**config.mk**
```make
export PLATFORM = sky130hd
export DESIGN_NAME = cnn_core
export DESIGN_NICKNAME = d
export VERILOG_FILES = /design/src/cnn_pkg.sv /design/src/cnn_core.sv /design/src/cnn_kernel.sv /design/src/line_buffer.sv
export SDC_FILE = /design/constraint.sdc
export NUM_CORES = 2
export LEC_CHECK = 0
export ABC_AREA = 1
export BUFFER_PORTS_ARGS = -buffer_cell sky130_fd_sc_hd__buf_2
export CELL_PAD_IN_SITES_DETAIL_PLACEMENT = 0
export CELL_PAD_IN_SITES_GLOBAL_PLACEMENT = 1
export CORE_UTILIZATION = 47
export DETAILED_ROUTE_END_ITERATION = 8
export PLACE_DENSITY = 0.82
export SYNTH_ARGS = -nofsm -noshare
export SYNTH_HDL_FRONTEND = slang
export SYNTH_SLANG_ARGS = --single-unit
```
**constraint.sdc**
```tcl
create_clock -name clk -period 20 [get_ports clk]
set_clock_uncertainty 0.2 [all_clocks]
set_input_delay 4 -clock clk [delete_from_list [all_inputs] [get_ports clk]]
set_output_delay 4 -clock clk [all_outputs]
set_load 0.02 [all_outputs]
```
**src/cnn_pkg.sv**
```systemverilog
package cnn_pkg;

    // ========================================
    // default layer sizes
    // ========================================

    // kernel width and height
    parameter int DEF_KX = 3;
    parameter int DEF_KY = 3;

    // square input image, side length in pixels
    parameter int DEF_IX = 8;

    // output channels, one kernel unit each
    parameter int DEF_CO = 2;

    // ========================================
    // data widths
    // ========================================

    // unsigned pixel
    parameter int DEF_I_F_BW = 8;

    // signed weight and signed bias
    parameter int DEF_W_BW = 8;
    parameter int DEF_B_BW = 16;

    // kernel sum: pixel x weight product, plus growth for KX*KY terms,
    // plus one bit of headroom for the zero-extended pixel sign
    parameter int DEF_ACC_BW = DEF_I_F_BW + DEF_W_BW + $clog2(DEF_KX * DEF_KY) + 1;

    // clamped result is never negative, so the sign bit is dropped
    parameter int DEF_AR_BW = DEF_ACC_BW - 1;

endpackage

```
**src/cnn_core.sv**
```systemverilog
`timescale 1ns/1ps

module cnn_core #(
    parameter int KX     = cnn_pkg::DEF_KX,
    parameter int KY     = cnn_pkg::DEF_KY,
    parameter int IX     = cnn_pkg::DEF_IX,
    parameter int CO     = cnn_pkg::DEF_CO,
    parameter int I_F_BW = cnn_pkg::DEF_I_F_BW,
    parameter int W_BW   = cnn_pkg::DEF_W_BW,
    parameter int B_BW   = cnn_pkg::DEF_B_BW,
    parameter int ACC_BW = cnn_pkg::DEF_ACC_BW,
    parameter int AR_BW  = cnn_pkg::DEF_AR_BW
) (
    input  logic                           clk,
    input  logic                           reset_n,
    input  logic [CO*KX*KY*W_BW-1:0]       i_cnn_weight,
    input  logic [CO*B_BW-1:0]             i_cnn_bias,
    input  logic                           i_in_valid,
    input  logic [I_F_BW-1:0]              i_in_fmap,
    output logic                           o_ot_valid,
    output logic [CO*AR_BW-1:0]            o_ot_fmap
);

    localparam int K_W_BW = KX * KY * W_BW;
    // wide enough for kernel sum plus bias without overflow
    localparam int SUM_BW = ((ACC_BW > B_BW) ? ACC_BW : B_BW) + 1;

    // line buffer to kernels
    logic                      w_window_valid;
    logic [KX*KY*I_F_BW-1:0]   w_window;

    // kernel results
    logic [CO-1:0]             w_kernel_valid;
    logic signed [ACC_BW-1:0]  w_kernel_acc [0:CO-1];

    // ========================================
    // window generation
    // ========================================
    line_buffer #(
        .KX     (KX),
        .KY     (KY),
        .IX     (IX),
        .I_F_BW (I_F_BW)
    ) u_line_buffer (
        .clk            (clk),
        .reset_n        (reset_n),
        .i_in_valid     (i_in_valid),
        .i_in_pixel     (i_in_fmap),
        .o_window_valid (w_window_valid),
        .o_window       (w_window)
    );

    // ========================================
    // kernels, bias and relu per channel
    // ========================================
    for (genvar g = 0; g < CO; g++) begin : gen_co
        logic signed [SUM_BW-1:0] bias_sum;
        logic [AR_BW-1:0]         r_relu;

        // channel g takes its own weight slice
        cnn_kernel #(
            .KX     (KX),
            .KY     (KY),
            .I_F_BW (I_F_BW),
            .W_BW   (W_BW),
            .ACC_BW (ACC_BW)
        ) u_cnn_kernel (
            .clk             (clk),
            .reset_n         (reset_n),
            .i_cnn_weight    (i_cnn_weight[g*K_W_BW +: K_W_BW]),
            .i_in_valid      (w_window_valid),
            .i_in_fmap       (w_window),
            .o_ot_valid      (w_kernel_valid[g]),
            .o_ot_kernel_acc (w_kernel_acc[g])
        );

        // sign-extended bias add
        assign bias_sum = w_kernel_acc[g] + $signed(i_cnn_bias[g*B_BW +: B_BW]);

        // negative clamps to zero, else keep the low bits
        always_ff @(posedge clk or negedge reset_n) begin
            if (!reset_n) begin
                r_relu <= '0;
            end else if (&w_kernel_valid) begin
                r_relu <= bias_sum[SUM_BW-1] ? '0 : bias_sum[AR_BW-1:0];
            end
        end

        // channel 0 in the low bits
        assign o_ot_fmap[g*AR_BW +: AR_BW] = r_relu;
    end

    // output valid follows the bias stage
    always_ff @(posedge clk or negedge reset_n) begin
        if (!reset_n) begin
            o_ot_valid <= 1'b0;
        end else begin
            o_ot_valid <= &w_kernel_valid;
        end
    end

endmodule

```
**src/cnn_kernel.sv**
```systemverilog
`timescale 1ns/1ps

module cnn_kernel #(
    parameter int KX     = cnn_pkg::DEF_KX,
    parameter int KY     = cnn_pkg::DEF_KY,
    parameter int I_F_BW = cnn_pkg::DEF_I_F_BW,
    parameter int W_BW   = cnn_pkg::DEF_W_BW,
    parameter int ACC_BW = cnn_pkg::DEF_ACC_BW
) (
    input  logic                           clk,
    input  logic                           reset_n,
    input  logic signed [KX*KY*W_BW-1:0]   i_cnn_weight,
    input  logic                           i_in_valid,
    input  logic [KX*KY*I_F_BW-1:0]        i_in_fmap,
    output logic                           o_ot_valid,
    output logic signed [ACC_BW-1:0]       o_ot_kernel_acc
);

    localparam int TAPS   = KX * KY;
    // zero-extended pixel times signed weight
    localparam int MUL_BW = I_F_BW + 1 + W_BW;

    // valid bit per pipeline stage
    logic [1:0] r_valid;

    // stage 1 products
    logic signed [MUL_BW-1:0] r_prod [0:TAPS-1];

    // adder tree input to stage 2
    logic signed [ACC_BW-1:0] sum_c;

    // ========================================
    // valid pipeline
    // ========================================
    always_ff @(posedge clk or negedge reset_n) begin
        if (!reset_n) begin
            r_valid <= 2'b00;
        end else begin
            r_valid <= {r_valid[0], i_in_valid};
        end
    end

    assign o_ot_valid = r_valid[1];

    // ========================================
    // stage 1 multiply
    // ========================================
    always_ff @(posedge clk) begin
        if (i_in_valid) begin
            for (int i = 0; i < TAPS; i++) begin
                // pixel is unsigned, add a zero sign bit before the
                // signed multiply
                r_prod[i] <= $signed({1'b0, i_in_fmap[i*I_F_BW +: I_F_BW]})
                           * $signed(i_cnn_weight[i*W_BW +: W_BW]);
            end
        end
    end

    // ========================================
    // stage 2 sum
    // ========================================

    // all operands signed, so each product sign-extends to ACC_BW
    always_comb begin
        sum_c = '0;
        for (int i = 0; i < TAPS; i++) begin
            sum_c = sum_c + r_prod[i];
        end
    end

    // register the sum only when stage 1 held a window
    always_ff @(posedge clk) begin
        if (r_valid[0]) begin
            o_ot_kernel_acc <= sum_c;
        end
    end

endmodule

```
**src/line_buffer.sv**
```systemverilog
`timescale 1ns/1ps

module line_buffer #(
    parameter int KX     = cnn_pkg::DEF_KX,
    parameter int KY     = cnn_pkg::DEF_KY,
    parameter int IX     = cnn_pkg::DEF_IX,
    parameter int I_F_BW = cnn_pkg::DEF_I_F_BW
) (
    input  logic                       clk,
    input  logic                       reset_n,
    input  logic                       i_in_valid,
    input  logic [I_F_BW-1:0]          i_in_pixel,
    output logic                       o_window_valid,
    output logic [KX*KY*I_F_BW-1:0]    o_window
);

    localparam int CNT_BW = (IX > 1) ? $clog2(IX) : 1;

    // position of the incoming pixel
    logic [CNT_BW-1:0] col;
    logic [CNT_BW-1:0] row;
    logic              window_done;

    // previous KY-1 rows, index 0 is the oldest
    logic [I_F_BW-1:0] row_mem [0:KY-2][0:IX-1];

    // one vertical column of the window, oldest row first
    logic [I_F_BW-1:0] tap [0:KY-1];

    // window registers, [row][column], column KX-1 is the newest
    logic [I_F_BW-1:0] win [0:KY-1][0:KX-1];

    // ========================================
    // position counters
    // ========================================
    always_ff @(posedge clk or negedge reset_n) begin
        if (!reset_n) begin
            col <= '0;
            row <= '0;
        end else if (i_in_valid) begin
            if (col == CNT_BW'(IX - 1)) begin
                col <= '0;
                // wrap at end of frame so the next frame starts clean
                row <= (row == CNT_BW'(IX - 1)) ? '0 : row + 1'b1;
            end else begin
                col <= col + 1'b1;
            end
        end
    end

    // window is full once enough columns and rows have been seen
    assign window_done = (col >= CNT_BW'(KX - 1)) && (row >= CNT_BW'(KY - 1));

    always_ff @(posedge clk or negedge reset_n) begin
        if (!reset_n) begin
            o_window_valid <= 1'b0;
        end else begin
            o_window_valid <= i_in_valid && window_done;
        end
    end

    // ========================================
    // row memories and window shift
    // ========================================
    always_comb begin
        for (int k = 0; k < KY - 1; k++) begin
            tap[k] = row_mem[k][col];
        end
        // bottom of the column is the live pixel
        tap[KY-1] = i_in_pixel;
    end

    always_ff @(posedge clk) begin
        if (i_in_valid) begin
            // each row moves up one slot at this column
            for (int k = 0; k < KY - 1; k++) begin
                row_mem[k][col] <= tap[k+1];
            end
            // shift left, new column enters at the right
            for (int ky = 0; ky < KY; ky++) begin
                for (int kx = 0; kx < KX - 1; kx++) begin
                    win[ky][kx] <= win[ky][kx+1];
                end
                win[ky][KX-1] <= tap[ky];
            end
        end
    end

    // flatten row-major, element 0 in the low bits
    always_comb begin
        for (int ky = 0; ky < KY; ky++) begin
            for (int kx = 0; kx < KX; kx++) begin
                o_window[(ky*KX+kx)*I_F_BW +: I_F_BW] = win[ky][kx];
            end
        end
    end

endmodule

```
; Yosys cells after proc, flatten, opt, wreduce, memory -nomap -nowiden
; Memory sizes are Yosys's and may differ from the RTL's.
; Index checks and enable logic that the tools add are counted.
[word_totals]
register_bits = 94
ramBits = 506
inputBits = 187
out_inout_bits = 41
memories = 4
[classes]
n_addsub = 20
multipliers = 18
order_cmp = 4
n_eq_ne = 2
mux = 17
bitwise_logic = 1
reduce_logical = 5
[mem_list]
columns = name, words, word_bits, rd, rd_clocked_by_memory_dff, wr, line_no
row1 = gen_co[0].u_cnn_kernel.r_prod, 9, 17, 9, 0, 9, cnn_kernel.sv:27  ; logic signed [MUL_BW-1:0] r_prod [0:TAPS-1];
row2 = gen_co[1].u_cnn_kernel.r_prod, 9, 17, 9, 0, 9, cnn_kernel.sv:27
row3 = u_line_buffer.row_mem, 2, 64, 2, 0, 2, line_buffer.sv:25  ; logic [I_F_BW-1:0] row_mem [0:KY-2][0:IX-1];
row4 = u_line_buffer.win, 3, 24, 3, 0, 3, line_buffer.sv:31  ; logic [I_F_BW-1:0] win [0:KY-1][0:KX-1];
[op_table]
columns = op, n
row1 = multiplier 9 x 8 -> 17 bit, 18
row2 = adder 21 x 17 -> 21 bit, 12
row3 = 2-to-1 mux 64 bit, 1
row4 = binary-select mux 8 bit (select 3 bit), 2
row5 = adder 21 x 16 -> 22 bit, 2
row6 = 2-to-1 mux 20 bit, 2
row7 = 2-to-1 mux 8 bit, 5
row8 = adder 18 x 17 -> 19 bit, 2
row9 = adder 17 x 17 -> 18 bit, 2
row10 = demux 8 bit (select 3 bit), 1
row11 = adder 3 x 1 -> 3 bit (second input constant), 2
row12 = == test 3 bit (second input constant), 2
row13 = >= comparator 3 x 2 -> 1 bit (second input constant), 2
row14 = 2-to-1 mux 3 bit, 2
row15 = >= comparator 4 bit (second input constant), 1
row16 = less-than comparator 4 x 1 -> 1 bit (second input constant), 1
row17 = 2-to-1 mux 1 bit, 4
row18 = NOT 3 -> 4 bit, 1
row19 = AND reduction 2 bit, 2
row20 = logical AND 1 bit, 3

; Longest topological paths before layout
; An unclocked memory read counts as a cell.
[depth]
depth_word = 9
ltp_mapped = 31
mapped_depth_nobuf = 31

; Modules after synthesis
; Synthesis repeated with hierarchy kept, for this count alone.
[hier_totals]
cells_unflattened = 8717
area_unflattened_um2 = 73282.8
[by_module_without_submodules]
columns = mod, instances, cells_per_inst, area_each_um2
row1 = cnn_kernel at gen_co[1].u_cnn_kernel, 1, 3688, 30484.2
row2 = cnn_kernel at gen_co[0].u_cnn_kernel, 1, 3680, 30434.2
row3 = line_buffer, 1, 635, 7941.4
row4 = cnn_core, 1, 714, 4423.0

; Worst setup path after synthesis
; No wires, ideal clock.
[synth_timing]
kind = input -> register
from = in i_cnn_weight[40]
to = mem gen_co[0].u_cnn_kernel.r_prod[0][99] in the netlist's numbering, data pin
setup_ps = 252
t_arrival_ps = 7559
required_time_ps = 19548
path_slack_ps = 11989
path_stages = 17
n_path_buf = 1
cell_sequence = clkbuf_1 -> nand2_1 -> fa_1 -> fa_1 -> inv_1 -> fa_1 -> inv_1 -> fa_1 -> inv_1 -> ha_1 -> inv_1 -> nor4_1 -> nor2_1 -> o21ai_0 -> nand2_1 -> nand3_1 -> nand2_1
[synth_rtl]
columns = item, line_no
row1 = start: declaration, cnn_core.sv:16  ; input logic [CO*KX*KY*W_BW-1:0] i_cnn_weight,
row2 = end: declaration, cnn_kernel.sv:27

==> qor.yml <==
timing:
  worst_pin_slew_ps: 1090
  maxSlewViolCount: 0
  fin_crit_sh_pct: 38.0
  finalSetupViolCount: 0
  layout_min_cycle_time_ps: 7600
  fmax_ghz: 0.132
  finalHoldViolCount: 0
  rsz0062_at_grt: "no"
  fin_setup_tns_ps: 0
  relSlewSlack_pct: 27.2
route:
  drt-total-wl_um: 185000
  vias_per_cell: 5.03
  ant_nets: 0
  wl_per_cell_um: 18.1
  drt_first_pass_iters: 6
  dr_total_vias: 51600
  drcViolationCount: 0
  drtIter0Drc: 3735
clock_network:
  insertion_delay_ps: 710
  ctsHoldBuffers: 0
  path_clk_slew_ps: 70
  ctsResizeCount: 0
  clk_path_buf_depth: 3
  postCtsSetupRepairBufs: 0
  cts_tree: "built"
  cts_made_buffers: 73
  ctsRootBufferMaster: "clkbuf_16"
  cts_sinks: 598
  htreeDepth: 3
yosys:
  yosys.area.top_type_share_pct: 25.0
  synth_seq_area_share_pct: 24.8
  synth_cells: 8099
  mappedNetlistArea_mm2: 0.0713
  yosysTopAreaCell: "fa_1"
  synthTopCellsByArea: "fa_1 (25%), edfxtp_1 (23%), ha_1 (16%)"
  yosys.area_share.simple_pct: 13.4
  synth-async-reset-ratio_pct: 8.36
  mappedNetlistNets: 10100
  synth_compound_area_share_pct: 5.06
  synthAdderAreaFrac_pct: 40.7
  yosys-top-cells-count: "inv_1 (2088), nand2_1 (1792), ha_1 (899), fa_1 (889), edfxtp_1 (548)"
  ys_seq_elements: 598
  syn_avg_cell_area_um2: 8.80
  synth_xor_area_share_pct: 3.61
  synth_most_common_cell: "inv_1"
  ys_warn_count: 0
  ys_types: 43
  muxShareOfSynthArea_pct: 0
  synth-edff-count: 548
  ys.flop_type: "edfxtp_1"
  synth_top_family_by_area: "adder cells"
final_layout:
  n_fill_cell: 14100
  drive_gt1_share_pct: 4.71
  syn_to_final_growth_pct: 7.54
  fin_nets: 10100
setup_path:
  worstPathRequired_ps: 20260
  path_cells: "buf_2 > inv_1 > or2_2 > fa_1 > fa_1 > inv_1 > fa_1 > inv_1 > fa_1 > inv_1 > ha_1 > a21oi_1 > o21ai_0 > a21oi_1 > o21ai_0 > xor2_1"
  slowest_delay_ps: 490
  critPathArrivalTime_ps: 7860
  cp_max_fo: 7
  worst-r2r-setup-slack_ps: 13310
  cp-end-kind: "flop"
  critical_path_class: "in -> reg"
  critPathSlowestCell: "fa_1"
  start_kind: "primary input"
floorplan:
  die_height_um: 391
  die_w_um: 391
  core_area_mm2: 0.150
  dieArea_mm2: 0.153
  io_pins: 228
  rows: 142
  initial_core_util_pct: 47.5
grt:
  grt_overflow: 0
  grt_max_degree: 81
  grt_util_met2_pct: 39.4
  grt_antenna_before_repair: 19
  grt_pass1_vias: 52400
  use_met3_pct: 3.92
  grt_pass1_wl_um: 293000
  gr-usage-met1_pct: 35.7
  grt_usage_pct: 24.9
  busiest_layer: "met2"
placed_design:
  port_buffers: 227
  hpwl_um: 153000
  routabilityCongestion: 0.951
run:
  cap_viol_max_count: 0
hold_path:
  hold_path.class: "reg -> reg"
run_status:
  status: "completed"
## cell families (layout without fill, tap and decap cells)
group                    Yosys count  count (layout)
AO/OA/AOI/OAI                    659             659
XOR/XNOR                         294             294
adder cells (fa/ha/maj)         1788            1788
buffers and inverters           2337            2471
flip-flops                       598             598
other                              0              10
AND/OR/NAND/NOR                 2423            2423
## worst paths after layout
kind / from / end / depth (start not counted)
max in group asynchronous: reset_n / u_line_buffer.o_window_valid / 2
worst min register to register: gen_co[1].r_relu[18] / gen_co[1].r_relu[18] / 2
worst min-delay path: gen_co[1].r_relu[18] / gen_co[1].r_relu[18] / 2
worst max-delay path: i_cnn_weight[63] / gen_co[0].u_cnn_kernel.r_prod[0][135] / 16
worst max register to register: gen_co[1].u_cnn_kernel.r_prod[1][1] / gen_co[1].u_cnn_kernel.o_ot_kernel_acc[18] / 24
min in group asynchronous: reset_n / gen_co[1].r_relu[14] / 2
## worst max-delay path: cells and delay by family
kind | cells | cell delay, ps
fa+ha+maj | 5 | 2230
compound gates | 4 | 780
buf+inv | 5 | 380
simple gates | 1 | 310
xor+xnor | 1 | 160
## state kept, by name, summed over array words and instances (netlist names)
name                                 flops
o_ot_valid                               1
u_line_buffer.col                        3
u_line_buffer.win                       72
u_line_buffer.row                        3
gen_co.u_cnn_kernel.o_ot_kernel_acc     42
u_line_buffer.o_window_valid             1
u_line_buffer.row_mem                  128
gen_co.u_cnn_kernel.r_valid              2
gen_co.u_cnn_kernel.r_prod             306
gen_co.r_relu                           40
## routing by layer
layer | vias up | part of all wire [%]
li1 | 24800 | -
met1 | 25300 | 46
met2 | 1359 | 45
met3 | 214 | 6.6
met4 | 22 | 2.4
met5 | - | 0.072
## cells in the final DEF (no fill, tap or decap), types with 48 or more instances in the layout
master and n:
clkbuf_16 73, ha_1 899, a21oi_1 294, o21ai_0 254, buf_2 226, fa_1 889
nor2_1 381, xor2_1 169, inv_1 2088, edfxtp_1 548, nand2_1 1792, nand3_1 137
xnor2_1 125, dfrtp_1 48
## cell type report
class / count / area (µm²) / area share, %
clock buffer: 82 / 1860 / 2.43
antenna: 10 / 25.0 / 0.0326
sequential: 598 / 17700 / 23.1
clock inverter: 52 / 619 / 0.808
multi-input combinational: 5164 / 44800 / 58.4
timing repair buffer: 245 / 1270 / 1.66
tap: 2016 / 2520 / 3.29
inverter: 2092 / 7850 / 10.2
## metrics by stage
| stage | hold WS (ps) | cell area (µm²) | util (%) | std cells | setup WS [ps] |
|---|---|---|---|---|---|
| finish | 276 | 76600 | 51.1 | 10300 | 12400 |
| global route | 287 | 76600 | 51.0 | 10300 | 12150 |
| CTS | 277 | 76600 | 51.0 | 10200 | 12450 |
| detailed placement | 261 | 74100 | 49.4 | 10100 | 11690 |
| global placement | 261 | 74100 | 49.4 | 10100 | 11700 |
| floorplan | 152 | 71300 | - | 8099 | 11990 |
Power is not shown: default switching activity piles up to over one toggle a cycle in this logic, so the estimate is an artifact.
